$ cat src/rtl/lsu_pkg.sv
// Load/store unit package: sizes, opcode and exception codes, micro-op and stage structs
`default_nettype none

package lsu_pkg;

    localparam int XLEN       = 32;
    localparam int ROB_W      = 5;
    localparam int PREG_W     = 6;
    localparam int RAM_AW     = 8;
    localparam int SB_ENTRIES = 8;

    // Bit 3 marks a store, bit 2 an unsigned load, bits 1:0 give the access size
    typedef enum logic [3:0] {
        OP_LB  = 4'b0000,
        OP_LH  = 4'b0001,
        OP_LW  = 4'b0010,
        OP_LBU = 4'b0100,
        OP_LHU = 4'b0101,
        OP_SB  = 4'b1000,
        OP_SH  = 4'b1001,
        OP_SW  = 4'b1010
    } mem_op_e;

    localparam logic [3:0] EXC_LD_MISALIGN = 4'd4;
    localparam logic [3:0] EXC_ST_MISALIGN = 4'd6;

    typedef struct packed {
        mem_op_e           op;
        logic [XLEN-1:0]   base;
        logic [XLEN-1:0]   imm;
        logic [XLEN-1:0]   sdata;
        logic [PREG_W-1:0] dest;
        logic [ROB_W-1:0]  rob;
    } mem_uop_t;

    // Store data already sits in its byte lanes
    typedef struct packed {
        mem_op_e           op;
        logic [RAM_AW-1:0] waddr;
        logic [1:0]        boff;
        logic [3:0]        bmask;
        logic [XLEN-1:0]   sdata;
        logic [PREG_W-1:0] dest;
        logic [ROB_W-1:0]  rob;
    } agu_out_t;

    typedef struct packed {
        logic [PREG_W-1:0] dest;
        logic [XLEN-1:0]   data;
    } wb_t;

    typedef struct packed {
        logic [ROB_W-1:0]  rob;
        logic [3:0]        code;
        logic [XLEN-1:0]   addr;
    } exc_t;

endpackage

`default_nettype wire

$ cat src/rtl/lsu_store_buffer.sv
// Store buffer FIFO with commit pointer, RAM drain and load forwarding lookup
`timescale 1ns/1ps
`default_nettype none

module lsu_store_buffer #(
    parameter int ENTRIES = lsu_pkg::SB_ENTRIES
) (
    input  wire logic                        cpu_clk_i,
    input  wire logic                        rst_n_i,
    input  wire logic                        flush_i,
    input  wire lsu_pkg::agu_out_t           enq_i,
    input  wire logic                        enq_vld_i,
    input  wire logic                        commit_i,
    input  wire logic [lsu_pkg::RAM_AW-1:0]  fwd_addr_i,
    input  wire logic [3:0]                  fwd_mask_i,
    output logic                             cmp_vld_o,
    output logic [lsu_pkg::ROB_W-1:0]        cmp_rob_o,
    output logic                             fwd_hit_o,
    output logic                             fwd_conflict_o,
    output logic [lsu_pkg::XLEN-1:0]         fwd_data_o,
    output logic                             ram_we_o,
    output logic [lsu_pkg::RAM_AW-1:0]       ram_addr_o,
    output logic [lsu_pkg::XLEN-1:0]         ram_wdata_o,
    output logic [3:0]                       ram_wmask_o,
    output logic                             almost_full_o,
    output logic                             empty_o
);
    // ENTRIES is a power of two so the index wraps on its own
    localparam int IDX_W = $clog2(ENTRIES);

    logic [lsu_pkg::RAM_AW-1:0] addr_q [ENTRIES];
    logic [lsu_pkg::XLEN-1:0]   data_q [ENTRIES];
    logic [3:0]                 mask_q [ENTRIES];

    // Pointers carry one wrap bit; head..cmt is committed, cmt..tail is not
    logic [IDX_W:0]   head_q;
    logic [IDX_W:0]   cmt_q;
    logic [IDX_W:0]   tail_q;
    logic [IDX_W:0]   count;
    logic             enq_go;
    logic [IDX_W-1:0] idx;
    logic [IDX_W-1:0] young;
    logic             found;
    logic             covered;

    assign count    = tail_q - head_q;
    assign enq_go   = enq_vld_i && !flush_i;
    assign ram_we_o = head_q != cmt_q;

    assign cmp_vld_o = enq_go;
    assign cmp_rob_o = enq_i.rob;

    assign almost_full_o = int'(count) >= ENTRIES - 1;
    assign empty_o       = head_q == tail_q;

    assign ram_addr_o  = addr_q[head_q[IDX_W-1:0]];
    assign ram_wdata_o = data_q[head_q[IDX_W-1:0]];
    assign ram_wmask_o = mask_q[head_q[IDX_W-1:0]];

    // Youngest overlapping entry decides the lookup
    always_comb begin
        found = 1'b0;
        young = '0;
        for (int i = ENTRIES - 1; i >= 0; i--) begin
            idx = head_q[IDX_W-1:0] + IDX_W'(i);
            if (!found && i < int'(count) && addr_q[idx] == fwd_addr_i &&
                (mask_q[idx] & fwd_mask_i) != 4'b0000) begin
                found = 1'b1;
                young = idx;
            end
        end
        covered        = (mask_q[young] & fwd_mask_i) == fwd_mask_i;
        fwd_hit_o      = found && covered;
        fwd_conflict_o = found && !covered;
        fwd_data_o     = data_q[young];
    end

    always_ff @(posedge cpu_clk_i or negedge rst_n_i) begin
        if (!rst_n_i) begin
            head_q <= '0;
            cmt_q  <= '0;
            tail_q <= '0;
        end else begin
            if (ram_we_o) begin
                head_q <= head_q + 1'b1;
            end
            if (commit_i) begin
                cmt_q <= cmt_q + 1'b1;
            end
            // Flush drops only the stores the ROB has not retired
            if (flush_i) begin
                tail_q <= commit_i ? cmt_q + 1'b1 : cmt_q;
            end else if (enq_go) begin
                tail_q <= tail_q + 1'b1;
            end
        end
    end

    always_ff @(posedge cpu_clk_i) begin
        if (enq_go) begin
            addr_q[tail_q[IDX_W-1:0]] <= enq_i.waddr;
            data_q[tail_q[IDX_W-1:0]] <= enq_i.sdata;
            mask_q[tail_q[IDX_W-1:0]] <= enq_i.bmask;
        end
    end

    a_no_overflow: assert property (@(posedge cpu_clk_i) disable iff (!rst_n_i)
        enq_vld_i |-> int'(count) < ENTRIES)
        else $error("store enqueued into a full store buffer");

    a_commit_in_range: assert property (@(posedge cpu_clk_i) disable iff (!rst_n_i)
        commit_i |-> cmt_q != tail_q)
        else $error("commit with no uncommitted store in the buffer");

endmodule

`default_nettype wire

$ cat config.mk
export PLATFORM = sky130hd
export DESIGN_NAME = lsu_store_buffer
export DESIGN_NICKNAME = d
export VERILOG_FILES = /design/src/rtl/lsu_pkg.sv /design/src/rtl/lsu_store_buffer.sv
export SDC_FILE = /design/constraint.sdc
export NUM_CORES = 1
export LEC_CHECK = 0
export BUFFER_PORTS_ARGS = -buffer_cell sky130_fd_sc_hd__buf_2
export CAP_MARGIN = 20
export CORE_UTILIZATION = 55
export CTS_BUF_LIST = sky130_fd_sc_hd__clkbuf_16
export DETAILED_ROUTE_END_ITERATION = 10
export PLACE_DENSITY = 0.84
export SETUP_SLACK_MARGIN = 0.15
export SYNTH_ARGS = -nofsm -noshare
export SYNTH_HDL_FRONTEND = slang
export SYNTH_SLANG_ARGS = --single-unit
$ cat constraint.sdc
create_clock -name cpu_clk_i -period 6.45 [get_ports cpu_clk_i]
set_clock_uncertainty 0.2 [all_clocks]
set_input_delay 0.3225 -clock cpu_clk_i [delete_from_list [all_inputs] [get_ports cpu_clk_i]]
set_output_delay 0.3225 -clock cpu_clk_i [all_outputs]
set_load 0.01 [all_outputs]
==> results of run 1 <==
==> cell usage in the layout (no fill, tap or decap), types with 17 or more instances in the layout <==
master / n
edfxtp_1: 352
nand2_1: 182
mux4_2: 179
mux2i_1: 164
buf_2: 142
nor2_1: 66
xnor2_1: 54
mux2_2: 51
a21oi_1: 50
dlygate4sd3_1: 50
buf_4: 45
clkbuf_16: 40
mux2_1: 36
o211ai_1: 36
o21ai_1: 35
nand3_1: 31
inv_1: 23
o21ai_0: 20
xor2_1: 17
==> metrics by stage <==
step,power (uW),hold WS [ns],std cells
3_3_place_gp,11240,0.01007,2280
6_report,14160,0.3281,2420
4_1_cts,13690,0.3282,2402
5_1_grt,14830,0.3430,2420
2_1_floorplan,9248,-0.1731,1685
3_5_place_dp,11430,0.02090,2280
==> kinds of logic after synthesis <==
group / synth area share (%)
muxes: 29.45
and+or+nand+nor: 7.965
DFF: 47.43
AOI/OAI and AO/OA: 7.801
buffers and inverters: 3.619
xor gates and xnor gates: 3.210
adders and majority gates: 0.5241
==> flip-flops by register name, indices dropped and copies added, names as in the netlist <==
register / cells
cmt_q: 4
mask_q: 32
head_q: 4
tail_q: 4
data_q: 256
addr_q: 64
==> final timing paths <==
path	depth (start not counted)	endpoint	startpoint	slack (ns)
min in group asynchronous	3	tail_q[0]$_DFFE_PN0P_	rst_n_i	0.47
min	1	cmt_q[3]$_DFF_PN0_	cmt_q[3]$_DFF_PN0_	0.33
max in group asynchronous	4	head_q[1]$_DFFE_PN0P_	rst_n_i	4.52
min reg2reg	1	cmt_q[3]$_DFF_PN0_	cmt_q[3]$_DFF_PN0_	0.33
max reg2reg	4	mask_q[0][3]$_DFFE_PP_	tail_q[0]$_DFFE_PN0P_	3.82
max	21	fwd_hit_o	head_q[1]$_DFFE_PN0P_	0.23
==> where the power goes <==
part	total (uW)	switching, uW	internal [uW]
Sequential	2990	183	2810
Clock	2070	918	1150
Combinational	9090	5060	4040
Total	14200	6160	8000
==> routing by layer <==
metal / vias to the layer above / share of wire, % / routed length (um)
met5: - / 0 / 0
met4: 0 / 4.3 / 2879
met3: 213 / 11 / 7112
met2: 1135 / 49 / 32240
met1: 8451 / 36 / 24070
li1: 7090 / - / -
==> area by class of cell <==
class,instances,area [um^2]
Inverter,26,105.1
Fill cell,2803,14670
Clock buffer,39,975.9
Multi-Input combinational cell,1170,11490
Clock inverter,30,209.0
Tap cell,532,665.6
Timing Repair Buffer,259,1931
Sequential cell,364,10880
==> what timing repair did <==
item	4_1_cts	5_1_grt
setup endpoints to repair	31	34
pin swaps	2	5
gates resized for setup	10	40
gates cloned	1	2
setup buffers	2	16
hold buffers	50	0
hold endpoints to repair	372	0
==> impl_metrics.toml, run 1 <==
[detailed_routing]
wl_per_cell_um = 27.40
route.vias.total = 16890
drtAntennaViolNets = 0
routed_wl_um = 66300
drc_errors = 0
avgViaCountPerCell = 6.979
drt_iter0_markers = 2162
first_pass_iters = 6

[placement]
dp.final_hpwl_um = 39680
gp_congestion = 0.9811
port_buffers = 142
place_ws_ns = 0.5159
place_area_mm2 = 0.02413

[power_and_ir_drop]
ir_worst_vdd_mv = 0.3894
p_leak_uw = 0.009594
pwr_density_cell_mw_per_mm2 = 539.1

[synth]
yosys_warnings = 0
dominantRegCellSynth = "edfxtp_1"
syn-num-nets = 1772
yosys_register_bits = 364
yosys.area.top_type = "edfxtp_1"
synth_cell_types = 94
synthCells = 1685
synth_top_area_share_pct = 46.12
synth_edf_count = 352
synth.area.top_cells = "edfxtp_1, mux4_2, mux2i_1, nand2_1, mux2_2"
synthTopCellsByCount = "edfxtp_1, nand2_1, mux4_2"
yosysMostFrequentCell = "edfxtp_1"
syn_avg_cell_area_um2 = 13.60
syn-cell-area_mm2 = 0.02292
async_flop_share_pct = 3.297
yosysSeqAreaShare_pct = 47.43

[grt]
grtUsageMet2_pct = 50.35
antenna_found_initial = 0
gr-usage-met3_pct = 6.276
met1_usage_pct = 41.04
grt_pass1_wl_um = 99910
gr-total-overflow = 0
grt_max_degree = 90
top_usage_layer = "met2"
grt_pass1_vias = 17070
grt_usage_pct = 31.21

[cts]
clock_sinks = 364
cts_tree = "yes"
htreeDepth = 2
cts-root-buf = "clkbuf_16"
path_clk_slew_ns = 0.06
numCtsBuffers = 38
clk_latency_ns = 0.55
cts_buffer_depth = 3

[sta]
setup_viol = 0
period_needed_ns = 6.218
tightest_slew_ns = 1.066
rsz0062_at_grt = "true"
fin_crit_sh_pct = 96.41
fmaxAchievable_ghz = 0.1608
slew_headroom_pct = 28.95
hold_viol = 0
fin_tns_setup_ns = 0
slew_viol_final = 0
setup_slack_ns = 0.2316

[setup_path]
worstPathMaxFanout = 13
worst-path-buf-inv = 7
crit_arrival_ns = 5.70
cp-start-kind = "flip-flop"
crit_required_ns = 5.93
path_cells = "inv_2, ha_4, buf_4, buf_6, mux2i_2, mux4_2, nor2_1, or4_4, nand4_2, o21ai_2, or4_4, o211ai_4, buf_4, buf_4, buf_4, nand3_1, a211oi_1, or3_1, o31a_1, and4_1, buf_2"
critPathMaxStageDelay_ns = 0.57
path_common_cell = "buf_4"
critical_path.top_delay_family = "simple AND/OR/NAND/NOR gates"
worstSetupPathType = "reg2out"
cp_slowest_cell = "or4_4"
critPathCaptureType = "output port"

[die]
start_util_pct = 56.00
die_h_um = 206.1
ios = 165
die-area_mm2 = 0.04249
die_w_um = 206.1
fp.coreArea_mm2 = 0.04092
rows = 74

[layout]
layout-drive-gt1-share_pct = 29.29
num_antenna_cells = 0
final_util_pct = 64.16
fin_area_mm2 = 0.02626
area_growth_pct = 14.56
nNetsFinal = 1946

[min_path]
hp-class = "reg2reg"

[job]
cap_violations = 0

[run_status]
status = "complete, no violations"
Note: power is estimated with default switching activity, not from simulation.
==> inputs of run 2 (changes only) <==
--- a/config.mk
+++ b/config.mk
@@ -10,7 +10,7 @@
 export CORE_UTILIZATION = 55
 export CTS_BUF_LIST = sky130_fd_sc_hd__clkbuf_16
 export DETAILED_ROUTE_END_ITERATION = 10
-export PLACE_DENSITY = 0.84
+export PLACE_DENSITY = 0.81
 export SETUP_SLACK_MARGIN = 0.15
 export SYNTH_ARGS = -nofsm -noshare
 export SYNTH_HDL_FRONTEND = slang
==> constraint.sdc (replaced) <==
create_clock -name cpu_clk_i -period 8 [get_ports cpu_clk_i]
set_clock_uncertainty 0.2 [all_clocks]
set_input_delay 0.4 -clock cpu_clk_i [delete_from_list [all_inputs] [get_ports cpu_clk_i]]
set_output_delay 0.4 -clock cpu_clk_i [all_outputs]
set_load 0.01 [all_outputs]
==> impl_metrics.toml, run 2 (synthesized netlist as in run 1, its figures left out) <==
[run_status]
status = "complete, no violations"

[setup_path]
cp_slowest_cell = "dfrtp_4"
worstReg2RegStart = "head_q[2]$_DFFE_PN0P_"
cp-start-kind = "flip-flop"
worstPathMaxFanout = 29
path_cells = "buf_6, ha_2, buf_4, mux4_2, mux2i_1, and2_1, a211oi_1, and4_1, a211o_1, or4_1, o211ai_4, nand2_8, mux2i_1, a221o_1, o32ai_1, and4_1, buf_2"
critPathMaxStageDelay_ns = 0.73
reg2regPathDepth = 5
crit_arrival_ns = 6.99
crit_required_ns = 7.40
regToRegSetupSlack_ns = 5.56
critPathCaptureType = "output port"
r2r-end = "head_q[1]$_DFFE_PN0P_"
worstSetupPathType = "reg2out"

[layout]
largest_reg_flops = 256
layout-drive-gt1-share_pct = 26.41
finish.cell_count_without_fillers = 2373
seq_area_mm2 = 0.01088
multiInputGateArea_mm2 = 0.01132
area_growth_pct = 11.39
nNetsFinal = 1903
most-common-layout-cells = "edfxtp_1, nand2_1, mux4_2, mux2i_1, buf_2"
final_common_cell = "edfxtp_1"
fillers = 2949

[detailed_routing]
route.vias.total = 16340
drt_iter0_markers = 1699
routed_wl_um = 62940
wl_per_cell_um = 26.53
drc_errors = 0
drtAntennaViolNets = 0
first_pass_iters = 5
avgViaCountPerCell = 6.887

[grt]
grt_pass1_vias = 16190
grt_pass1_wl_um = 94720
grt_max_degree = 134
antenna_found_initial = 1
grt_usage_pct = 29.59
gr-total-overflow = 0

[die]
ios = 165
start_util_pct = 56.00
fp.coreArea_mm2 = 0.04092
die-area_mm2 = 0.04249
die_w_um = 206.1
rows = 74
die_h_um = 206.1

[sta]
fin_tns_setup_ns = 0
slew_viol_final = 0
tightest_slew_ns = 0.9364
hold_viol = 0
setup_viol = 0
fmaxAchievable_ghz = 0.1317
slew_headroom_pct = 37.57
rsz0062_at_grt = "false"
period_needed_ns = 7.593
fin_crit_sh_pct = 94.92

[min_path]
min_path_cells = 3
hp-start = "enq_vld_i"
min_to = "tail_q[0]$_DFFE_PN0P_"
hp-class = "in2reg"

[cts]
clk_latency_ns = 0.53
clock_sinks = 364
htreeDepth = 2
cts_setup_buffers = 0
cts-root-buf = "clkbuf_16"
numCtsBuffers = 36
path_clk_slew_ns = 0.07
cts_tree = "yes"
cts_buffer_depth = 3

[placement]
port_buffers = 142
dpl.cell_count = 2263
gp_congestion = 0.9565
dp.final_hpwl_um = 39050

[power_and_ir_drop]
pwr_density_cell_mw_per_mm2 = 424.4
internal-power_uw = 6121
clockPowerShare_pct = 14.4
p_leak_uw = 0.009276
p_sw_uw = 4714
p_seq_share_pct = 22.6
switching_share_pct = 43.50
total_power_uw = 10830
p_comb_share_pct = 62.9
ir_worst_vdd_mv = 0.3314

[job]
cap_violations = 0
## run 2: through the flow
step | util, % | hold slack [ns] | worst slack [ns] | area [um^2]
after floorplan | - | -0.09559 | 1.819 | 22920
final | 62.39 | 0.02836 | 0.4067 | 25530
after global routing | 62.39 | 0.05992 | 0.1499 | 25530
after detailed placement | 58.58 | 0.09040 | 0.9087 | 23970
after global placement | 58.58 | 0.08320 | 0.9917 | 23970
after CTS | 62.35 | 0.01566 | 0.3344 | 25520
## run 2: repair_timing
item | 4_1_cts | 5_1_grt
hold buffers | 47 | 0
gates resized for setup | 0 | 3
setup endpoints to repair | 0 | 30
endpoints found under the hold margin | 370 | 0
## run 2: cell type report
type / count / share of cell area [%]
multi-input cells: 1169 / 44.33
flip-flops and latches: 364 / 42.62
repair buffers: 219 / 5.847
clock buffers: 37 / 3.627
well taps: 532 / 2.607
clock inverters: 25 / 0.5734
inverters: 26 / 0.3823
diodes: 1 / 0.009802
## run 2: worst max-delay path, delay by kind of cell, from the launching register on
| kind | cells | cell delay, ns |
|---|---|---|
| compound gates | 5 | 1.38 |
| fa+ha+maj | 1 | 0.54 |
| buf+inv | 3 | 0.96 |
| flops | 1 | 0.73 |
| mux | 3 | 1.12 |
| simple gates | 5 | 1.68 |
## run 2: layer usage
layer  vias up  GRT usage, %  routed length, um
met3       151         5.582               6253
met2      1021         47.67              30420
li1       6987             -                  -
met5         -             0                  0
met4         0         11.92               2147
met1      8184         39.72              24120
## run 2: power groups by stage
stage / combinational (uW) / clock [uW] / sequential [uW]
after global routing: 7240 / 1640 / 2470
after CTS: 6720 / 1570 / 2450
after detailed placement: 6670 / 0 / 2490
after floorplan: 5070 / 0 / 2380
final: 6820 / 1560 / 2450
after global placement: 6550 / 0 / 2470
## run 2: worst max-delay path by stage
stage                                     start             end  slack (ns)  cells past startpoint
after floorplan           head_q[0]$_DFFE_PN0P_  fwd_conflict_o        1.82                     22
after global placement    head_q[1]$_DFFE_PN0P_       fwd_hit_o        0.99                     17
after detailed placement  head_q[1]$_DFFE_PN0P_  fwd_data_o[25]        0.91                     16
after CTS                 head_q[1]$_DFFE_PN0P_  fwd_data_o[25]        0.33                     16
after global routing      head_q[1]$_DFFE_PN0P_       fwd_hit_o        0.15                     17
final                     head_q[1]$_DFFE_PN0P_       fwd_hit_o        0.41                     17
