### src/rtl/lsu_pkg.sv
// Load/store unit package: sizes, opcode and exception codes, micro-op and stage structs
`default_nettype none

package lsu_pkg;

    localparam int XLEN       = 32;
    localparam int ROB_W      = 5;
    localparam int PREG_W     = 6;
    localparam int RAM_AW     = 8;
    localparam int SB_ENTRIES = 8;

    // Bit 3 marks a store, bit 2 an unsigned load, bits 1:0 give the access size
    typedef enum logic [3:0] {
        OP_LB  = 4'b0000,
        OP_LH  = 4'b0001,
        OP_LW  = 4'b0010,
        OP_LBU = 4'b0100,
        OP_LHU = 4'b0101,
        OP_SB  = 4'b1000,
        OP_SH  = 4'b1001,
        OP_SW  = 4'b1010
    } mem_op_e;

    localparam logic [3:0] EXC_LD_MISALIGN = 4'd4;
    localparam logic [3:0] EXC_ST_MISALIGN = 4'd6;

    typedef struct packed {
        mem_op_e           op;
        logic [XLEN-1:0]   base;
        logic [XLEN-1:0]   imm;
        logic [XLEN-1:0]   sdata;
        logic [PREG_W-1:0] dest;
        logic [ROB_W-1:0]  rob;
    } mem_uop_t;

    // Store data already sits in its byte lanes
    typedef struct packed {
        mem_op_e           op;
        logic [RAM_AW-1:0] waddr;
        logic [1:0]        boff;
        logic [3:0]        bmask;
        logic [XLEN-1:0]   sdata;
        logic [PREG_W-1:0] dest;
        logic [ROB_W-1:0]  rob;
    } agu_out_t;

    typedef struct packed {
        logic [PREG_W-1:0] dest;
        logic [XLEN-1:0]   data;
    } wb_t;

    typedef struct packed {
        logic [ROB_W-1:0]  rob;
        logic [3:0]        code;
        logic [XLEN-1:0]   addr;
    } exc_t;

endpackage

`default_nettype wire

### src/rtl/lsu_load_unit.sv
// Load unit holding one load, resolving it by forwarding or RAM read, with extension
`timescale 1ns/1ps
`default_nettype none

module lsu_load_unit (
    input  wire logic                       cpu_clk_i,
    input  wire logic                       rst_n_i,
    input  wire logic                       flush_i,
    input  wire lsu_pkg::agu_out_t          ld_i,
    input  wire logic                       ld_vld_i,
    input  wire logic                       fwd_hit_i,
    input  wire logic                       fwd_conflict_i,
    input  wire logic [lsu_pkg::XLEN-1:0]   fwd_data_i,
    input  wire logic [lsu_pkg::XLEN-1:0]   ram_rdata_i,
    output logic [lsu_pkg::RAM_AW-1:0]      fwd_addr_o,
    output logic [3:0]                      fwd_mask_o,
    output logic                            ram_re_o,
    output logic [lsu_pkg::RAM_AW-1:0]      ram_raddr_o,
    output logic                            busy_o,
    output logic                            wb_vld_o,
    output lsu_pkg::wb_t                    wb_o,
    output logic                            cmp_vld_o,
    output logic [lsu_pkg::ROB_W-1:0]       cmp_rob_o
);
    typedef enum logic [1:0] {LU_IDLE, LU_LOOKUP, LU_RAM} lu_state_e;

    lu_state_e                state_q;
    lsu_pkg::agu_out_t        ld_q;
    logic                     take_fwd;
    logic [lsu_pkg::XLEN-1:0] word;
    logic [lsu_pkg::XLEN-1:0] lane;
    logic                     sext;

    assign busy_o      = state_q != LU_IDLE;
    assign fwd_addr_o  = ld_q.waddr;
    assign fwd_mask_o  = ld_q.bmask;
    assign ram_raddr_o = ld_q.waddr;

    assign take_fwd = state_q == LU_LOOKUP && fwd_hit_i;
    // No overlap at all means the RAM already holds the data
    assign ram_re_o = state_q == LU_LOOKUP && !fwd_hit_i && !fwd_conflict_i && !flush_i;
    assign wb_vld_o = (take_fwd || state_q == LU_RAM) && !flush_i;

    always_comb begin
        word      = take_fwd ? fwd_data_i : ram_rdata_i;
        lane      = word >> {ld_q.boff, 3'b000};
        sext      = !ld_q.op[2];
        wb_o.dest = ld_q.dest;
        case (ld_q.op[1:0])
            2'd0:    wb_o.data = {{24{sext & lane[7]}}, lane[7:0]};
            2'd1:    wb_o.data = {{16{sext & lane[15]}}, lane[15:0]};
            default: wb_o.data = word;
        endcase
    end

    assign cmp_vld_o = wb_vld_o;
    assign cmp_rob_o = ld_q.rob;

    always_ff @(posedge cpu_clk_i or negedge rst_n_i) begin
        if (!rst_n_i) begin
            state_q <= LU_IDLE;
        end else if (flush_i) begin
            state_q <= LU_IDLE;
        end else begin
            case (state_q)
                LU_IDLE:   state_q <= ld_vld_i ? LU_LOOKUP : LU_IDLE;
                LU_LOOKUP: begin
                    // A conflict holds here until the older store drains
                    if (fwd_hit_i) begin
                        state_q <= LU_IDLE;
                    end else if (!fwd_conflict_i) begin
                        state_q <= LU_RAM;
                    end
                end
                default:   state_q <= LU_IDLE;
            endcase
        end
    end

    always_ff @(posedge cpu_clk_i) begin
        if (ld_vld_i && !busy_o) begin
            ld_q <= ld_i;
        end
    end

    a_no_load_while_busy: assert property (@(posedge cpu_clk_i) disable iff (!rst_n_i)
        ld_vld_i |-> !busy_o)
        else $error("load request reached a busy load unit");

endmodule

`default_nettype wire

### config.mk
export PLATFORM = sky130hd
export DESIGN_NAME = lsu_load_unit
export DESIGN_NICKNAME = d
export VERILOG_FILES = /design/src/rtl/lsu_pkg.sv /design/src/rtl/lsu_load_unit.sv
export SDC_FILE = /design/constraint.sdc
export NUM_CORES = 1
export LEC_CHECK = 0
export ABC_AREA = 1
export BUFFER_PORTS_ARGS = -buffer_cell sky130_fd_sc_hd__buf_4
export CAP_MARGIN = 15
export CORE_MARGIN = 1.5
export CORE_UTILIZATION = 40
export DETAILED_ROUTE_END_ITERATION = 16
export GPL_ROUTABILITY_DRIVEN = 0
export PLACE_DENSITY = 0.8
export SETUP_SLACK_MARGIN = 0.3
export SYNTH_ARGS = -nofsm -noshare
export SYNTH_HDL_FRONTEND = slang
export SYNTH_SLANG_ARGS = --single-unit
export TNS_END_PERCENT = 50
### constraint.sdc
create_clock -name cpu_clk_i -period 4.23 [get_ports cpu_clk_i]
set_input_delay 0.846 -clock cpu_clk_i [delete_from_list [all_inputs] [get_ports cpu_clk_i]]
set_output_delay 0.846 -clock cpu_clk_i [all_outputs]
set_load 0.05 [all_outputs]
==> results of run 1 <==
## state kept, by name, summed over array words and instances, names as in the netlist
signal,count
state_q,2
wb_o,6
fwd_addr_o,8
ld_q,5
cmp_rob_o,5
fwd_mask_o,4
## cells by family after synthesis
family	count (synthesis)	share of synthesized area, %
and+or+nand+nor	238	40.4
DFF	30	34.0
AOI/OAI and AO/OA	21	4.53
buffers and inverters	105	21.1
## Yosys cell counts (2+ instances only)
master    instances
dfrtp_1           2
buf_4            34
buf_1             3
nand2_1         125
nand3_2           4
nand4_1           5
buf_2             6
buf_6             3
o21ai_1           5
inv_2             2
clkbuf_1          7
a21oi_1           3
nor2_1            9
or2_2             4
edfxtp_1         28
inv_1            49
nand3_1          88
o21a_1            5
o21ai_0           7
## cell type report
class                      count  share of cell area (%)
sequential                    30                    24.0
tap                           77                    2.60
clock inverter                 3                   0.439
clock buffer                   5                    1.86
multi-input combinational    259                    31.8
timing repair buffer         168                    34.0
inverter                      52                    5.26
## metrics by stage
stage	utilization [%]	setup WS, ps	power (mW)	area, um2	std cells
floorplan	-	959	0.728	2620	394
global placement	57.0	768	0.885	3620	586
detailed placement	57.0	747	0.890	3620	586
CTS	58.4	624	1.11	3710	594
global route	58.4	323	1.15	3710	594
finish	58.4	625	1.10	3710	594
## how the worst max path moves through the flow
stage | depth (start not counted) | to | slack (ps)
final | 10 | wb_o[9] | 620
after global placement | 10 | wb_o[9] | 770
after CTS | 10 | wb_o[9] | 620
after floorplan | 5 | wb_vld_o | 960
after detailed placement | 10 | wb_o[9] | 750
after global routing | 10 | wb_o[12] | 320
## critical path, stage by stage (launching register included)
cell and delay, ps:
edfxtp_1 320, buf_4 290, inv_1 390, nor2_1 310
nand3_1 120, nand2_1 70, inv_1 30, nand2_1 80
nand3_2 380, nand3_1 250, buf_4 230
## power breakdown
| group | switching, mW | internal, mW |
|---|---|---|
| clock | 0.102 | 0.112 |
| sequential | 0.0102 | 0.348 |
| combinational | 0.346 | 0.179 |
## layer usage
layer  part of all wire, %  wire (um)
met1                    39       2990
met2                    48       3660
met3                    11        829
met4                   2.4        181
met5                     0          0
==> run summary, run 1 <==
Async SR Flop Fraction = 6.67%
Post-Syn Instances = 394
PostCTS Resize Cnt = 0
P&R area growth vs syn = 41.4%
CP Launch Type = flop
Avg Vias per Cell = 4.93
Synth Register Bits = 30
DRT Pass-1 Iters = 4
Post-synth EDFFs = 28
Total Routed Length = 7.66 mm
setup violators final = 0
vias in the first global route = 2728
Yosys cell types = 24
outcome = complete, no violations
Starting Density = 41.3%
WL/cell = 12.9 um
Setup Buffers After CTS = 0
first-pass GRT wire length = 12.3 mm
CP arrival = 2760 ps
Post-Syn Area per Cell = 6.65 um2
top cells by area, synth = edfxtp_1 (32%), nand2_1 (18%), nand3_1 (17%), buf_4 (9.7%), inv_1 (7.0%)
post-synthesis net count = 525
core area = 0.00635 mm2
Clock Skews = 5.66 ps
Reg-to-Reg Start = state_q[0]
commonest non-fill, non-tap cells in the layout = buf_4 (168), nand2_1 (125), nand3_1 (88)
top_reg_cell synth = edfxtp_1
slew margin rel. = 32.3%
Worst R2R Setup Slack = 2420 ps
GRT busiest layer = met2
# fillers = 584
Setup TNS = 0 ps
post-route ant nets = 0
Syn Std Cell Area = 0.00262 mm2
worst vdd ir = 315 uV
Post-DP HPWL = 5.85 mm
Max Cap Viol = 0
Die Wd = 84.0 um
CP Capture Type = primary output
initial antenna violation count = 0
Synth area leader = edfxtp_1
# hold bufs at CTS = 0
Clk pin slew, worst setup/hold paths = 60 ps
min Tclk post-route = 3610 ps
total area of sequential cells = 891 um2
Worst Tran Pin Value = 1010 ps
share of cells above drive strength 1 = 35.8%
met2 usage = 35.9%
DRC Markers = 0
# rows = 29
CTS tree = yes
CTS root buf = clkbuf_8
Critical R2R Capture = cmp_rob_o[3]
M1 GR Usage = 25.0%
Worst Path Required = 3380 ps
antenna cells = 0
io pins = 198
most common cell after layout, fill and taps aside = buf_4
reg2reg path depth = 3
f_max = 277 MHz
Port Buffers = 164
CTS max path bufs = 2
worst setup path category = reg2out
First DRT Iteration DRCs = 105
pin count of the biggest net entering global routing = 34
PD cells = 296 mW/mm2
area of the multi-input gates = 0.00118 mm2
Worst Path Max Fanout = 29
Slew Viols, Final = 0
final hold violations = 0
sequential-to-total area share from yosys stat = 34.0%
Num CTS Buffers = 5
share of the synthesized area in the top cell type = 32.1%
Crit. Startpoint = ld_q[47]
M3 GR Usage = 6.73%
nets = 647
All-Layer GR Usage = 21.1%
clk_lat worst skew = 280 ps
GRT overflow = 0
Pleak = 2.06 nW
Die Y = 84.0 um
H-Tree Depth = 2
HP Class = in2async
Synth warnings = 0
die area = 0.00705 mm2
via count = 2928
clk sinks = 30
RSZ-0062 raised after global routing = false
Tcrit/Tclk final = 85.2%
final hold slack = 347 ps
No activity file was read; power rests on OpenSTA's default activity.
==> run 2: changes to the inputs <==
--- a/config.mk
+++ b/config.mk
@@ -8,11 +8,12 @@
 export ABC_AREA = 1
 export BUFFER_PORTS_ARGS = -buffer_cell sky130_fd_sc_hd__buf_4
 export CAP_MARGIN = 15
-export CORE_MARGIN = 1.5
+export CORE_MARGIN = 2
 export CORE_UTILIZATION = 40
 export DETAILED_ROUTE_END_ITERATION = 16
 export GPL_ROUTABILITY_DRIVEN = 0
 export PLACE_DENSITY = 0.8
+export REMOVE_ABC_BUFFERS = 1
 export SETUP_SLACK_MARGIN = 0.3
 export SYNTH_ARGS = -nofsm -noshare
 export SYNTH_HDL_FRONTEND = slang
==> run summary, run 2 (same netlist as run 1, synthesis figures left out) <==
M3 GR Usage = 7.39%
min Tclk post-route = 3700 ps
final hold violations = 0
Post-DP HPWL = 5.96 mm
delay-heaviest family, CP = simple AND/OR/NAND/NOR gates
GRT overflow = 0
Final Non-Filler Cells = 594
critical path depth = 10
Worst Path Max Fanout = 29
placed cells = 586
core area = 0.00635 mm2
PostCTS Resize Cnt = 0
Critical R2R Capture = fwd_addr_o[7]
Clock Skews = 3.06 ps
outcome = complete, no violations
Port Buffers = 164
Tcrit/Tclk final = 87.5%
Worst Path Required = 3380 ps
Crit. Startpoint = ld_q[47]
Worst Tran Pin Value = 992 ps
Clk pin slew, worst setup/hold paths = 60 ps
die area = 0.00722 mm2
first-pass GRT wire length = 12.5 mm
Largest register FFs = 8
Setup Buffers After CTS = 0
Reg-to-Reg Start = state_q[0]
commonest non-fill, non-tap cells in the layout = buf_4 (168), nand2_1 (125), nand3_1 (88)
worst vdd ir = 293 uV
clk sinks = 30
via count = 2971
Num CTS Buffers = 5
DRC Markers = 0
clk_lat worst skew = 270 ps
All-Layer GR Usage = 21.2%
post-route ant nets = 0
pin count of the biggest net entering global routing = 30
CP cell instances = buf_4, inv_1, nor2_1, nand3_1, nand2_1, inv_1, nand2_1, nand3_2, nand3_1, buf_4
antenna cells = 0
Total Routed Length = 8.06 mm
area of the multi-input gates = 0.00119 mm2
CP arrival = 2850 ps
CTS root buf = clkbuf_8
Die Y = 85.0 um
WL/cell = 13.6 um
worst setup path category = reg2out
crit-path max cell delay = 450 ps
total area of sequential cells = 891 um2
Pleak = 2.07 nW
CTS max path bufs = 2
most common cell after layout, fill and taps aside = buf_4
f_max = 270 MHz
PD cells = 295 mW/mm2
slowest cell on the critical path = nand3_2
Slew Viols, Final = 0
# hold bufs at CTS = 0
slew margin rel. = 33.8%
CP Capture Point = wb_o[28]
Setup TNS = 0 ps
GRT busiest layer = met2
nets = 647
min setup slack post-route = 529 ps
Worst R2R Setup Slack = 2390 ps
CP Capture Type = primary output
vias in the first global route = 2740
P&R area growth vs syn = 41.6%
# fillers = 604
Max Cap Viol = 0
CTS tree = yes
share of cells above drive strength 1 = 35.6%
CP Launch Type = flop
initial antenna violation count = 0
DRT Pass-1 Iters = 4
final hold slack = 346 ps
Total Power = 1.09 mW
Finished Cell Area = 0.00371 mm2
H-Tree Depth = 2
First DRT Iteration DRCs = 189
Area after DPL = 0.00362 mm2
# rows = 29
HP Class = in2async
io pins = 198
Starting Density = 41.3%
Avg Vias per Cell = 5.00
RSZ-0062 raised after global routing = false
M1 GR Usage = 25.2%
Final Util = 58.4%
reg2reg path depth = 3
setup violators final = 0
met2 usage = 35.3%
DP Worst Slack = 478 ps
Crit path buffers/inverters = 4
Die Wd = 85.0 um
## run 2: cell types whose count changed in the layout (fill, tap and decap cells not counted)
| cell | delta |
|---|---|
| clkbuf_1 | +1 |
| clkinvlp_4 | -1 |
| nand3_2 | -1 |
| nand3_4 | +1 |
## run 2: worst min-delay path by stage
stage	start	to
6_report	rst_n_i	state_q[1]
5_1_grt	rst_n_i	state_q[1]
4_1_cts	rst_n_i	state_q[1]
3_5_place_dp	state_q[1]	state_q[1]
3_3_place_gp	state_q[1]	state_q[1]
2_1_floorplan	rst_n_i	state_q[0]
## run 2: power breakdown
part / switching (mW) / internal, mW
registers: 0.0144 / 0.348
logic: 0.345 / 0.179
clock network: 0.0945 / 0.113
total: 0.454 / 0.640
## run 2: final cells by class
type	count	share of cell area (%)
Timing Repair Buffer	168	34.0
Clock buffer	6	1.96
Clock inverter	2	0.236
Multi-Input combinational cell	259	32.0
Inverter	52	5.26
Tap cell	77	2.60
Sequential cell	30	24.0
## run 2: worst register-to-register path, delay by kind of cell (launching register included)
kind          cells  cell delay [ps]
buf+inv           2              870
flops             1              470
simple gates      1              100
## run 2: layer usage
| metal | routed length, um | part of all wire, % |
|---|---|---|
| met2 | 3830 | 48 |
| met5 | 0 | 0 |
| met1 | 3030 | 38 |
| met3 | 1040 | 13 |
| met4 | 155 | 1.9 |
==> run 3: changes to the inputs <==
==> constraint.sdc (replaced) <==
create_clock -name cpu_clk_i -period 3.9 [get_ports cpu_clk_i]
set_input_delay 0.78 -clock cpu_clk_i [delete_from_list [all_inputs] [get_ports cpu_clk_i]]
set_output_delay 0.78 -clock cpu_clk_i [all_outputs]
set_load 0.05 [all_outputs]
==> run summary, run 3 (same netlist as run 1, synthesis figures left out) <==
Worst Path Required = 3120 ps
CP Capture Type = primary output
post-route ant nets = 0
Port Buffers = 164
DRC Markers = 0
Max Cap Viol = 0
Total Routed Length = 8.11 mm
final hold slack = 266 ps
DRT Pass-1 Iters = 4
pin count of the biggest net entering global routing = 29
Slew Viols, Final = 0
setup violators final = 0
H-Tree Depth = 2
most used cell, CP = nand3_2
Worst Path Max Fanout = 18
min Tclk post-route = 3310 ps
HP Class = in2async
min setup slack post-route = 588 ps
Starting Density = 41.3%
nets = 649
GRT overflow = 0
Largest register FFs = 8
worst setup path category = reg2out
Setup Buffers After CTS = 0
CP arrival = 2530 ps
Critical R2R Capture = cmp_rob_o[2]
Tcrit/Tclk final = 84.9%
Post-DP HPWL = 6.12 mm
die area = 0.00722 mm2
clk sinks = 30
# rows = 29
final hold violations = 0
CTS max path bufs = 2
core area = 0.00635 mm2
Reg-to-Reg Start = state_q[0]
CTS root buf = clkbuf_8
CTS tree = yes
slowest cell on the critical path = edfxtp_1
io pins = 198
PD cells = 334 mW/mm2
All-Layer GR Usage = 22.1%
Worst R2R Setup Slack = 2090 ps
First DRT Iteration DRCs = 144
crit-path max cell delay = 730 ps
Die Wd = 85.0 um
initial antenna violation count = 0
CP cell instances = inv_1, nor2_1, nand2_1, nand3_2, nand3_2, nand3_1, buf_4
most common cell after layout, fill and taps aside = buf_4
DP Worst Slack = 508 ps
P&R area growth vs syn = 43.2%
share of cells above drive strength 1 = 36.2%
slew margin rel. = 33.4%
Worst Tran Pin Value = 997 ps
RSZ-0062 raised after global routing = false
CP Launch Type = flop
antenna cells = 0
Die Y = 85.0 um
clk_lat worst skew = 280 ps
# hold bufs at CTS = 0
vias in the first global route = 2896
PostCTS Resize Cnt = 0
WL/cell = 13.6 um
commonest non-fill, non-tap cells in the layout = buf_4 (170), nand2_1 (125), nand3_1 (88)
via count = 2987
Setup TNS = 0 ps
Pleak = 2.09 nW
outcome = complete, no violations
worst vdd ir = 353 uV
placed cells = 588
Total Power = 1.26 mW
f_max = 302 MHz
Clk pin slew, worst setup/hold paths = 70 ps
reg2reg path depth = 3
Final Non-Filler Cells = 596
Num CTS Buffers = 5
Avg Vias per Cell = 5.01
first-pass GRT wire length = 13.1 mm
Clock Skews = 9.33 ps
run 3: cell count changes in the layout (fill, tap and decap cells not counted), sizes merged:
cell | previous run | this run
clkinv | 3 | 1
buf | 168 | 170
clkbuf | 6 | 8
run 3: power breakdown:
part           internal (mW)  switching, mW  total, mW  leakage, nW
Clock                  0.178          0.114      0.292       0.0575
Sequential             0.378         0.0171      0.395        0.296
Combinational          0.196          0.373      0.568         1.74
Total                  0.751          0.504       1.26         2.09
run 3: how the worst max path moves through the flow:
stage / slack (ps) / from / endpoint / depth (start not counted)
4_1_cts: 510 / fwd_hit_i / wb_o[28] / 11
5_1_grt: 440 / ld_q[48] / wb_o[28] / 7
6_report: 590 / ld_q[48] / wb_o[28] / 7
3_5_place_dp: 510 / fwd_hit_i / wb_o[28] / 11
2_1_floorplan: 170 / fwd_hit_i / cmp_vld_o / 2
3_3_place_gp: 530 / fwd_hit_i / wb_o[28] / 11
run 3: critical path, delay by kind of cell (launching register included):
kind / cells / cell delay [ps]
buffers and inverters: 2 / 600
AND/OR/NAND/NOR: 5 / 920
flip-flops: 1 / 730
run 3: per-stage QoR:
| stage | cell area [um2] | util, % |
|---|---|---|
| floorplan | 2260 | - |
| global placement | 3640 | 57.3 |
| detailed placement | 3640 | 57.3 |
| CTS | 3750 | 59.0 |
| global route | 3750 | 59.1 |
| finish | 3750 | 59.1 |
run 3: layout make-up:
cell class                 count  area, um2
sequential                    30        891
fill                         588       2590
clock buffer                   8        110
inverter                      52        195
tap                           77       96.3
multi-input combinational    259       1190
timing repair buffer         170       1280
run 3: routing by layer:
metal	share of wire, %	global-route usage (%)
met5	0	0
met4	1.8	8.37
met3	13	7.88
met2	47	37.1
met1	38	25.9
