File: src/rtl/lsu_pkg.sv
// Load/store unit package: sizes, opcode and exception codes, micro-op and stage structs
`default_nettype none

package lsu_pkg;

    localparam int XLEN       = 32;
    localparam int ROB_W      = 5;
    localparam int PREG_W     = 6;
    localparam int RAM_AW     = 8;
    localparam int SB_ENTRIES = 8;

    // Bit 3 marks a store, bit 2 an unsigned load, bits 1:0 give the access size
    typedef enum logic [3:0] {
        OP_LB  = 4'b0000,
        OP_LH  = 4'b0001,
        OP_LW  = 4'b0010,
        OP_LBU = 4'b0100,
        OP_LHU = 4'b0101,
        OP_SB  = 4'b1000,
        OP_SH  = 4'b1001,
        OP_SW  = 4'b1010
    } mem_op_e;

    localparam logic [3:0] EXC_LD_MISALIGN = 4'd4;
    localparam logic [3:0] EXC_ST_MISALIGN = 4'd6;

    typedef struct packed {
        mem_op_e           op;
        logic [XLEN-1:0]   base;
        logic [XLEN-1:0]   imm;
        logic [XLEN-1:0]   sdata;
        logic [PREG_W-1:0] dest;
        logic [ROB_W-1:0]  rob;
    } mem_uop_t;

    // Store data already sits in its byte lanes
    typedef struct packed {
        mem_op_e           op;
        logic [RAM_AW-1:0] waddr;
        logic [1:0]        boff;
        logic [3:0]        bmask;
        logic [XLEN-1:0]   sdata;
        logic [PREG_W-1:0] dest;
        logic [ROB_W-1:0]  rob;
    } agu_out_t;

    typedef struct packed {
        logic [PREG_W-1:0] dest;
        logic [XLEN-1:0]   data;
    } wb_t;

    typedef struct packed {
        logic [ROB_W-1:0]  rob;
        logic [3:0]        code;
        logic [XLEN-1:0]   addr;
    } exc_t;

endpackage

`default_nettype wire

File: src/rtl/lsu_agu.sv
// Address generation stage with alignment check, byte mask and store/load routing
`timescale 1ns/1ps
`default_nettype none

module lsu_agu (
    input  wire logic              cpu_clk_i,
    input  wire logic              rst_n_i,
    input  wire logic              flush_i,
    input  wire lsu_pkg::mem_uop_t uop_i,
    input  wire logic              uop_vld_i,
    output lsu_pkg::agu_out_t      agu_o,
    output logic                   st_enq_o,
    output logic                   ld_req_o,
    output logic                   exc_vld_o,
    output lsu_pkg::exc_t          exc_o
);
    logic [lsu_pkg::XLEN-1:0] addr;
    logic                     is_store;
    logic                     misalign;
    logic                     accept;
    lsu_pkg::agu_out_t        agu_d;

    always_comb begin
        addr     = uop_i.base + uop_i.imm;
        is_store = uop_i.op[3];
        misalign = (uop_i.op[1:0] == 2'd1 && addr[0]) ||
                   (uop_i.op[1:0] == 2'd2 && addr[1:0] != 2'b00);

        agu_d       = '0;
        agu_d.op    = uop_i.op;
        agu_d.waddr = addr[lsu_pkg::RAM_AW+1:2];
        agu_d.boff  = addr[1:0];
        agu_d.sdata = uop_i.sdata << {addr[1:0], 3'b000};
        agu_d.dest  = uop_i.dest;
        agu_d.rob   = uop_i.rob;
        case (uop_i.op[1:0])
            2'd0:    agu_d.bmask = 4'b0001 << addr[1:0];
            2'd1:    agu_d.bmask = 4'b0011 << addr[1:0];
            default: agu_d.bmask = 4'b1111;
        endcase
    end

    // A micro-op arriving with a flush is dropped
    assign accept = uop_vld_i && !flush_i;

    always_ff @(posedge cpu_clk_i or negedge rst_n_i) begin
        if (!rst_n_i) begin
            st_enq_o  <= 1'b0;
            ld_req_o  <= 1'b0;
            exc_vld_o <= 1'b0;
        end else begin
            st_enq_o  <= accept && is_store && !misalign;
            ld_req_o  <= accept && !is_store && !misalign;
            exc_vld_o <= accept && misalign;
        end
    end

    always_ff @(posedge cpu_clk_i) begin
        if (uop_vld_i) begin
            agu_o      <= agu_d;
            exc_o.rob  <= uop_i.rob;
            exc_o.code <= is_store ? lsu_pkg::EXC_ST_MISALIGN : lsu_pkg::EXC_LD_MISALIGN;
            exc_o.addr <= addr;
        end
    end

    a_one_route: assert property (@(posedge cpu_clk_i) disable iff (!rst_n_i)
        $onehot0({st_enq_o, ld_req_o, exc_vld_o}))
        else $error("AGU routed one micro-op to more than one place");

endmodule

`default_nettype wire

File: config.mk
export PLATFORM = sky130hd
export DESIGN_NAME = lsu_agu
export DESIGN_NICKNAME = d
export VERILOG_FILES = /design/src/rtl/lsu_pkg.sv /design/src/rtl/lsu_agu.sv
export SDC_FILE = /design/constraint.sdc
export NUM_CORES = 1
export LEC_CHECK = 0
export BUFFER_PORTS_ARGS = -buffer_cell sky130_fd_sc_hd__buf_2
export CAP_MARGIN = 20
export CORE_MARGIN = 3
export CORE_UTILIZATION = 40
export CTS_BUF_LIST = sky130_fd_sc_hd__clkbuf_4 sky130_fd_sc_hd__clkbuf_8
export DETAILED_ROUTE_END_ITERATION = 10
export PLACE_DENSITY = 0.73
export SYNTH_ARGS = -nofsm -noshare
export SYNTH_HDL_FRONTEND = slang
export SYNTH_SLANG_ARGS = --single-unit
File: constraint.sdc
create_clock -name cpu_clk_i -period 0.8 [get_ports cpu_clk_i]
set_input_delay 0.08 -clock cpu_clk_i [delete_from_list [all_inputs] [get_ports cpu_clk_i]]
set_output_delay 0.08 -clock cpu_clk_i [all_outputs]
set_load 0.01 [all_outputs]
==> run_results.csv, run 1 <==
group,metric,value,unit
status,status,"complete, but fails checks",
status,violations,"negative setup slack",
logic_synthesis,synth_top_family_by_area,"compound AO/OA/AOI/OAI gates",
hold_path,hp-class,"in2async",
logic_synthesis,synthMuxAreaShare,3.19,%
final_layout,utilization,71.4,%
logic_synthesis,synth-simple-area-share,13.2,%
place,portBuffers,216,
clock_network,numCtsBuffers,9,
global_route,use_met3,4.50,%
floorplan,fp.dieH,122,um
pwr,vdd_drop_max,739,uV
detailed_routing,drc,0,
timing,worst_slack,-0.994,ns
clock_network,path_clk_slew,0.08,ns
final_layout,final_common_cell,"buf_2",
floorplan,std_cell_rows,41,
place,pre_cts_slack,-1.45,ns
place,dp_cells,969,
final_layout,layout-drive-gt1-share,63.6,%
floorplan,die_area,14800,sq um
logic_synthesis,synthAdderAreaFrac,7.60,%
critical_path,required,0.92,ns
clock_network,cts_tree,"done",
critical_path,critPathArrivalTime,1.92,ns
logic_synthesis,synthXorXnorAreaFrac,4.24,%
critical_path,path_buf_inv,2,
detailed_routing,ant_nets,0,
detailed_routing,initialDrtViolationCount,421,
pwr,seqPwrFrac,38.6,%
place,gp_congestion,0.888,
logic_synthesis,ys_seq_area_share,47.8,%
final_layout,final_cells,1019,
floorplan,ios,220,
critical_path,cp-start-kind,"input port",
logic_synthesis,synth_edf_count,83,
floorplan,die_w,122,um
timing,drv_slew,0,
timing,fmax,558,MHz
final_layout,nNetsFinal,989,
global_route,grtUsageMet2,43.0,%
global_route,grt_use_met1,27.3,%
global_route,busiest_layer,"met2",
logic_synthesis,synthArstFlopShare,3.49,%
critical_path,cpLargestDelayFamily,"compound AO/OA/AOI/OAI gates",
timing,rsz0062_at_grt,"true",
detailed_routing,vias_per_cell,5.28,
timing,finalHoldViolCount,0,
pwr,cellPowerDensity,1660,nW/um^2
logic_synthesis,synth.avg_cell_area,11.1,sq um
clock_network,cts_max_path_buffers,2,
logic_synthesis,ys_ff_latch,86,
pwr,p_switching,0.00512,W
detailed_routing,drtPass1Iterations,5,
global_route,grt_pass1_vias,5462,
detailed_routing,vias,5380,
global_route,grt_pass1_wl,27200,um
timing,setup_violations,171,
detailed_routing,wirelength,18900,um
global_route,grt_max_degree,30,
final_layout,syn_to_final_growth,71.2,%
final_layout,n_fill_cell,843,
pwr,clock_power_share,18.9,%
critical_path,max_stage_delay,0.33,ns
pwr,p_leak,3.95,nW
critical_path,crit_type,"in2reg",
clock_network,clockRootBuffer,"clkbuf_8",
critical_path,crit_fanout,3,
timing,whs,0.0375,ns
clock_network,clkSinkCount,86,
global_route,track_usage,23.5,%
floorplan,start_util,41.7,%
final_layout,mostFrequentLayoutCells,"buf_2 (201), buf_4 (128), edfxtp_1 (83)",
critical_path,path_cells,"buf_6 -> ha_4 -> inv_2 -> fa_2 -> nor2b_4 -> o31a_4 -> a211oi_4 -> o32ai_4 -> o311a_1 -> xor2_1",
logic_synthesis,synth_area,5370,sq um
logic_synthesis,synth_flop_cell,"edfxtp_1",
pwr,p_int,0.0102,W
detailed_routing,routedWlPerCell,18.6,um
final_layout,antenna_cells,0,
logic_synthesis,syn_inst,482,
critical_path,cp_slowest_cell,"a211oi_4",
critical_path,worstSetupEndpointType,"flip-flop",
logic_synthesis,yosys_warnings,0,
logic_synthesis,synth-compound-area-share,18.3,%
flow_run,max_cap_viol_count,0,
pwr,p_sw_share,33.5,%
global_route,antenna_found_initial,0,
floorplan,core_area,12900,sq um
timing,min_period,1.79,ns
timing,finalCritPeriodShare,224,%
critical_path,critPathLaunch,"uop_i[75]",
pwr,combPwrFrac,42.5,%
clock_network,htree_levels,3,
pwr,p_total,0.0153,W
place,dpl.hpwl,12900,um
global_route,overflow,0,
logic_synthesis,synth_cell_type_count,68,
==> synthesized netlist by cell type, types with 4 or more instances <==
| cell type | number | area (sq um) |
|---|---|---|
| o211ai_1 | 6 | 45.0 |
| a21o_1 | 12 | 90.1 |
| nand3_1 | 7 | 35.0 |
| nand2b_1 | 4 | 25.0 |
| a21oi_1 | 35 | 175 |
| mux2i_1 | 16 | 160 |
| nor3b_1 | 4 | 30.0 |
| nor3_1 | 12 | 60.1 |
| inv_1 | 10 | 37.5 |
| o21bai_1 | 4 | 30.0 |
| xor2_1 | 11 | 96.3 |
| and2_1 | 10 | 62.6 |
| ha_1 | 31 | 388 |
| a211oi_1 | 18 | 135 |
| o21ai_0 | 23 | 115 |
| nor2_1 | 31 | 116 |
| clkbuf_1 | 11 | 41.3 |
| xnor2_1 | 15 | 131 |
| nand4_1 | 4 | 25.0 |
| buf_4 | 20 | 150 |
| nor2b_1 | 17 | 106 |
| o21a_1 | 6 | 45.0 |
| edfxtp_1 | 83 | 2490 |
| nand2_1 | 25 | 93.8 |
| o31ai_1 | 5 | 37.5 |
==> worst paths after layout <==
path / end / slack (ns) / depth (start not counted)
max: exc_o[28]$_DFFE_PP_ / -0.99 / 10
min: st_enq_o$_DFF_PN0_ / 0.04 / 2
max in group asynchronous: ld_req_o$_DFF_PN0_ / 0.66 / 2
min in group cpu_clk_i: agu_o[12]$_SDFFCE_PN0P_ / 0.04 / 2
==> cell families (layout without fill, tap and decap cells) <==
logic type	Yosys count	count (layout)
buf+inv	47	410
xor+xnor	26	26
simple gates	133	134
flops	86	86
fa+ha+maj	32	32
other cells	2	3
mux	17	17
compound gates	139	139
==> layout make-up <==
class / count / area (sq um) / share of cell area, %
multi-input combinational: 351 / 3520 / 38.3
clock inverter: 6 / 47.5 / 0.517
sequential: 86 / 2570 / 27.9
timing repair buffer: 384 / 2660 / 29.0
clock buffer: 10 / 131 / 1.43
inverter: 10 / 50.0 / 0.545
tap: 172 / 215 / 2.34
==> stage by stage <==
| stage | TNS, ns | area (sq um) |
|---|---|---|
| 2_1_floorplan | -52.47 | 5720 |
| 3_3_place_gp | -69.24 | 7740 |
| 3_5_place_dp | -70.56 | 7740 |
| 4_1_cts | -59.79 | 8820 |
| 5_1_grt | -67.41 | 9190 |
| 6_report | -61.19 | 9190 |
==> what timing repair did <==
| action | CTS | global route |
|---|---|---|
| setup buffers | 11 | 6 |
| endpoints found under the setup margin | 170 | 171 |
| resized for setup | 122 | 77 |
| endpoints found under the hold margin | 19 | 0 |
| pin swaps | 56 | 40 |
| hold buffers | 16 | 0 |
| gates cloned | 4 | 0 |
==> sequential cells by signal (all words and copies together), names as in the netlist <==
name       cells
agu_o         54
ld_req_o       1
st_enq_o       1
exc_o         29
exc_vld_o      1
==> routing by layer <==
metal / wire, um / vias to the layer above
li1: - / 2528
met5: 0 / -
met1: 7210 / 2546
met2: 10000 / 270
met3: 1270 / 36
met4: 429 / 0
==> power by group through the flow <==
stage	registers, W	clock network [W]	logic, W
final	0.00589	0.00288	0.00650
after global routing	0.00593	0.00313	0.00692
after CTS	0.00588	0.00289	0.00596
after detailed placement	0.00598	0	0.00497
after global placement	0.00597	0	0.00484
after floorplan	0.00626	0	0.00248
Note: power is estimated with default switching activity, not from simulation.
==> run 2, diff against run 1 <==
--- a/config.mk
+++ b/config.mk
@@ -11,7 +11,7 @@
 export CORE_UTILIZATION = 40
 export CTS_BUF_LIST = sky130_fd_sc_hd__clkbuf_4 sky130_fd_sc_hd__clkbuf_8
 export DETAILED_ROUTE_END_ITERATION = 10
-export PLACE_DENSITY = 0.73
+export PLACE_DENSITY = 0.7
 export SYNTH_ARGS = -nofsm -noshare
 export SYNTH_HDL_FRONTEND = slang
 export SYNTH_SLANG_ARGS = --single-unit
==> constraint.sdc (replaced) <==
create_clock -name cpu_clk_i -period 1.9 [get_ports cpu_clk_i]
set_input_delay 0.095 -clock cpu_clk_i [delete_from_list [all_inputs] [get_ports cpu_clk_i]]
set_output_delay 0.095 -clock cpu_clk_i [all_outputs]
set_load 0.01 [all_outputs]
==> run 2 against run 1 <==
  * The run now ends clean
  * Global-route usage fell by 3.1 points
  * Cell count fell by 5.0%
  * Worst hold slack improved by 0.015 ns
  * Clock power fell by 51%
  * Clock-buffer cell count fell by 1
  * First-iteration DRC count fell by 14%
  * Sequential power fell by 58%
  * Setup slack improved by 1.1 ns
  * Total power fell by 62%
  * Wire length fell by 19%
  * Via count fell by 8.3%
  * Largest power group is now registers
==> run_results.csv, run 2 (synthesis results as in run 1) <==
group,metric,value,unit
status,status,"complete, no violations",
hold_path,holdPathEnd,"agu_o[29]$_DFFE_PP_",
timing,drv_slew,0,
detailed_routing,vias_per_cell,5.10,
place,pre_cts_slack,-0.360,ns
timing,rsz0062_at_grt,"false",
final_layout,reg_top3,"agu_o x54, exc_o x29",
hold_path,hp-class,"in2reg",
clock_network,htree_levels,3,
floorplan,die_area,14800,sq um
timing,min_period,1.84,ns
flow_run,max_cap_viol_count,0,
floorplan,ios,220,
place,gp_congestion,0.885,
critical_path,cp-start-kind,"input port",
final_layout,syn_to_final_growth,44.3,%
clock_network,numCtsBuffers,9,
pwr,vdd_drop_max,285,uV
final_layout,regMostFlops,"agu_o",
critical_path,critPathArrivalTime,1.96,ns
floorplan,fp.dieH,122,um
floorplan,std_cell_rows,41,
clock_network,cts_max_path_buffers,2,
timing,finalHoldViolCount,0,
final_layout,largest_reg_flops,54,
final_layout,mostFrequentLayoutCells,"buf_2 (215), buf_4 (100), edfxtp_1 (83)",
clock_network,path_clk_slew,0.09,ns
timing,setup_violations,0,
critical_path,path_cells,"buf_2 -> ha_4 -> inv_2 -> fa_2 -> nor2b_2 -> o31a_4 -> a211oi_4 -> o32ai_4 -> o311a_1 -> xor2_1",
timing,whs,0.0527,ns
pwr,p_leak,3.49,nW
place,dpl.hpwl,12300,um
global_route,grt_pass1_vias,4804,
timing,worst_slack,0.0568,ns
critical_path,crit_type,"in2reg",
pwr,cellPowerDensity,758,nW/um^2
detailed_routing,initialDrtViolationCount,362,
global_route,track_usage,20.3,%
global_route,grt_pass1_wl,23400,um
final_layout,nNetsFinal,938,
timing,finalCritPeriodShare,97.0,%
global_route,antenna_found_initial,0,
timing,slew_headroom,54.5,%
global_route,overflow,0,
hold_path,min_from,"uop_i[21]",
timing,fmax,543,MHz
detailed_routing,vias,4935,
detailed_routing,drc,0,
critical_path,cp_slowest_cell,"o311a_1",
clock_network,clkSinkCount,86,
detailed_routing,wirelength,15400,um
floorplan,start_util,41.7,%
pwr,p_total,0.00587,W
final_layout,n_fill_cell,1115,
final_layout,final_common_cell,"buf_2",
critical_path,crit_fanout,3,
hold_path,hold_depth,3,
final_layout,layout-drive-gt1-share,46.6,%
final_layout,antenna_cells,0,
clock_network,clockRootBuffer,"clkbuf_8",
critical_path,required,2.01,ns
detailed_routing,ant_nets,0,
floorplan,core_area,12900,sq um
timing,tightest_slew,0.680,ns
global_route,grt_max_degree,87,
place,portBuffers,216,
detailed_routing,routedWlPerCell,15.9,um
critical_path,worstSetupEndpointType,"flip-flop",
detailed_routing,drtPass1Iterations,7,
clock_network,cts_tree,"done",
floorplan,die_w,122,um
critical_path,max_stage_delay,0.36,ns
## run 2: worst max-delay path by stage
stage	slack, ns	from	depth (start not counted)	endpoint
6_report	0.06	uop_i[43]	10	exc_o[28]$_DFFE_PP_
5_1_grt	0.002	uop_i[61]	9	exc_o[26]$_DFFE_PP_
4_1_cts	0.02	uop_i[63]	9	exc_o[25]$_DFFE_PP_
3_5_place_dp	-0.36	uop_i[63]	9	exc_o[25]$_DFFE_PP_
3_3_place_gp	-0.33	uop_i[43]	10	exc_o[28]$_DFFE_PP_
2_1_floorplan	-0.13	uop_i[43]	9	exc_o[28]$_DFFE_PP_
## run 2: layout make-up
class / count / area [sq um] / share of cell area (%)
inverter: 10 / 37.5 / 0.485
tap: 172 / 215 / 2.78
clock buffer: 9 / 124 / 1.60
sequential: 86 / 2570 / 33.2
multi-input combinational: 350 / 2670 / 34.5
timing repair buffer: 334 / 2040 / 26.3
clock inverter: 7 / 95.1 / 1.23
## run 2: layer usage
layer / GRT usage [%] / vias up / share of wire, %
li1: - / 2430 / -
met1: 24.2 / 2270 / 40
met2: 37.0 / 212 / 52
met3: 3.39 / 23 / 6.6
met4: 7.07 / 0 / 1.7
met5: 0 / - / 0
## run 2: metrics by stage
| stage | TNS (ns) | cells | utilization [%] | cell area (sq um) |
|---|---|---|---|---|
| final | 0 | 968 | 60.1 | 7740 |
| after global routing | 0 | 968 | 60.1 | 7740 |
| after CTS | 0 | 966 | 59.5 | 7670 |
| after detailed placement | -5.70 | 933 | 56.5 | 7280 |
| after global placement | -4.88 | 933 | 56.5 | 7280 |
| after floorplan | -0.376 | 483 | - | 5470 |
## run 2: where the power goes
group | leakage, nW | internal, W | switching, W
Sequential | 0.850 | 0.00239 | 0.0000797
Clock | 0.112 | 0.000746 | 0.000677
Combinational | 2.52 | 0.000954 | 0.00102
## run 2: critical path: cells and delay by family
family / cells / cell delay [ns]
simple gates: 1 / 0.05
buf+inv: 2 / 0.16
compound gates: 4 / 1.16
fa+ha+maj: 2 / 0.34
xor+xnor: 1 / 0.14
## run 2: what timing repair did
item / 4_1_cts / 5_1_grt
gates resized for setup: 0 / 11
setup endpoints to repair: 0 / 7
hold buffers: 17 / 0
hold endpoints to repair: 20 / 0
buffers inserted: 0 / 2
==> run 3, diff against run 2 <==
--- a/config.mk
+++ b/config.mk
@@ -8,10 +8,11 @@
 export BUFFER_PORTS_ARGS = -buffer_cell sky130_fd_sc_hd__buf_2
 export CAP_MARGIN = 20
 export CORE_MARGIN = 3
-export CORE_UTILIZATION = 40
+export CORE_UTILIZATION = 49
 export CTS_BUF_LIST = sky130_fd_sc_hd__clkbuf_4 sky130_fd_sc_hd__clkbuf_8
 export DETAILED_ROUTE_END_ITERATION = 10
-export PLACE_DENSITY = 0.7
+export HOLD_SLACK_MARGIN = 0.06
+export PLACE_DENSITY = 0.83
 export SYNTH_ARGS = -nofsm -noshare
 export SYNTH_HDL_FRONTEND = slang
 export SYNTH_SLANG_ARGS = --single-unit
==> run 3 against run 2 <==
  * Fmax is 2.7% lower
  * Clock-buffer cell count is 1 higher
  * Wire length is 7.2% higher
  * Clock power is 6% lower
  * Via count is 4.3% higher
  * Non-clock buffer count is 9 higher
  * Die area is 18% lower
  * Cell count is 2.8% lower
  * Combinational power is 3% higher
  * Total power is 0.20% lower
  * Global-route usage is 5.7 points higher
  * Largest cell class unchanged
  * Highest routed layer unchanged
==> run_results.csv, run 3 (synthesis results as in run 1) <==
group,metric,value,unit
critical_path,crit_fanout,4,
critical_path,max_stage_delay,0.36,ns
final_layout,seqCellArea,2570,sq um
global_route,antenna_found_initial,0,
critical_path,critPathArrivalTime,2.01,ns
critical_path,path_cells,"buf_2 -> ha_4 -> inv_2 -> fa_2 -> nor2b_2 -> o31a_4 -> a211oi_4 -> o32ai_4 -> o311a_1 -> xor2_1",
place,gp_congestion,0.933,
global_route,track_usage,26.0,%
pwr,seqPwrFrac,42.2,%
final_layout,layout-drive-gt1-share,46.7,%
timing,worst_slack,0.00553,ns
clock_network,path_clk_slew,0.10,ns
timing,finalCritPeriodShare,99.7,%
global_route,grt_pass1_vias,5116,
detailed_routing,vias,5146,
timing,finalHoldViolCount,0,
pwr,cellPowerDensity,752,nW/um^2
final_layout,largest_reg_flops,54,
clock_network,clkSinkCount,86,
place,portBuffers,216,
status,status,"complete, no violations",
pwr,p_int,0.00401,W
timing,fmax,528,MHz
floorplan,start_util,51.1,%
timing,drv_slew,0,
final_layout,antenna_cells,0,
pwr,p_sw_share,31.6,%
place,post_dp_cell_area,7260,sq um
floorplan,core_area,10500,sq um
global_route,grt_max_degree,87,
critical_path,worstSetupEndpointType,"flip-flop",
pwr,p_leak,3.51,nW
final_layout,reg_top3,"agu_o x54, exc_o x29",
timing,rsz0062_at_grt,"true",
timing,setup_violations,0,
final_layout,multiInputGateArea,2680,sq um
detailed_routing,ant_nets,0,
detailed_routing,wirelength,16500,um
final_layout,final_common_cell,"buf_2",
floorplan,std_cell_rows,37,
timing,slew_headroom,62.3,%
floorplan,fp.dieH,111,um
clock_network,clockRootBuffer,"clkbuf_8",
pwr,p_switching,0.00185,W
final_layout,mostFrequentLayoutCells,"buf_2 (215), buf_4 (101), edfxtp_1 (83)",
detailed_routing,initialDrtViolationCount,382,
final_layout,n_fill_cell,712,
timing,tightest_slew,0.563,ns
detailed_routing,vias_per_cell,5.47,
global_route,grt_pass1_wl,26000,um
pwr,vdd_drop_max,455,uV
flow_run,max_cap_viol_count,0,
critical_path,cpLargestDelayFamily,"compound AO/OA/AOI/OAI gates",
final_layout,syn_to_final_growth,45.2,%
final_layout,nNetsFinal,947,
floorplan,die_w,111,um
clock_network,cts_max_path_buffers,2,
place,pre_cts_slack,-0.503,ns
floorplan,die_area,12200,sq um
detailed_routing,drc,0,
critical_path,crit_type,"in2reg",
global_route,overflow,0,
critical_path,path_buf_inv,2,
pwr,clock_power_share,22.9,%
place,dpl.hpwl,12500,um
critical_path,cp-start-kind,"input port",
floorplan,ios,220,
pwr,p_total,0.00586,W
clock_network,htree_levels,3,
clock_network,numCtsBuffers,9,
detailed_routing,routedWlPerCell,17.6,um
critical_path,required,2.02,ns
timing,min_period,1.89,ns
hold_path,hp-class,"in2reg",
clock_network,cts_tree,"done",
final_layout,fin_area,7800,sq um
detailed_routing,drtPass1Iterations,5,
critical_path,cp_slowest_cell,"a211oi_4",
pwr,combPwrFrac,34.9,%
final_layout,regMostFlops,"agu_o",
run 3: cell types whose count changed in the layout (fill, tap and decap cells not counted), sizes merged:
cell	change
bufinv	-1
dlygate4sd3	+7
clkbuf	+1
clkinv	-2
clkinvlp	+2
buf	+2
run 3: power by group through the flow:
stage                     clock network, W  logic [W]  registers (W)
after floorplan                          0   0.000926        0.00263
after global placement                   0    0.00188        0.00250
after detailed placement                 0    0.00194        0.00251
after CTS                          0.00135    0.00199        0.00247
after global routing               0.00145    0.00221        0.00250
final                              0.00134    0.00204        0.00247
run 3: through the flow:
stage	setup TNS (ns)	std cells	hold WS, ns	util [%]
after floorplan	-0.376	483	-0.201	-
after detailed placement	-6.09	899	-0.106	69.1
after global placement	-4.89	899	-0.109	69.1
after global routing	-0.0254	941	0.0847	74.2
final	0	941	0.0719	74.2
after CTS	0	938	0.0602	73.2
run 3: layer usage:
metal | up-vias | track usage (%) | part of all wire, %
li1 | 2439 | - | -
met1 | 2426 | 31.7 | 39
met2 | 255 | 47.5 | 53
met3 | 26 | 4.09 | 5.8
met4 | 0 | 7.64 | 1.9
met5 | - | 0 | 0
run 3: final cells by class:
class                   count  area share, %
clock buffers              10           1.69
clock inverters             6          0.915
inverters                  10          0.481
multi-input cells         350           34.4
flip-flops and latches     86           32.9
well taps                 136           2.18
repair buffers            343           27.4
run 3: worst paths after layout:
check,start,to,cells past startpoint
max,uop_i[75],exc_o[28]$_DFFE_PP_,10
min,uop_i[20],agu_o[28]$_DFFE_PP_,3
max in group asynchronous,rst_n_i,exc_vld_o$_DFF_PN0_,3
min in group asynchronous,rst_n_i,st_enq_o$_DFF_PN0_,3
run 3: what timing repair did:
action	in CTS	in global routing
hold buffers	23	1
cloned	0	0
pin swaps	1	8
setup endpoints to repair	4	8
gates resized for setup	2	17
endpoints found under the hold margin	27	3
buffers inserted	0	2
run 3: worst min-delay path, cell delays in order:
cell	delay, ns
buf_2	0.10
nand2_1	0.06
o21ai_0	0.07
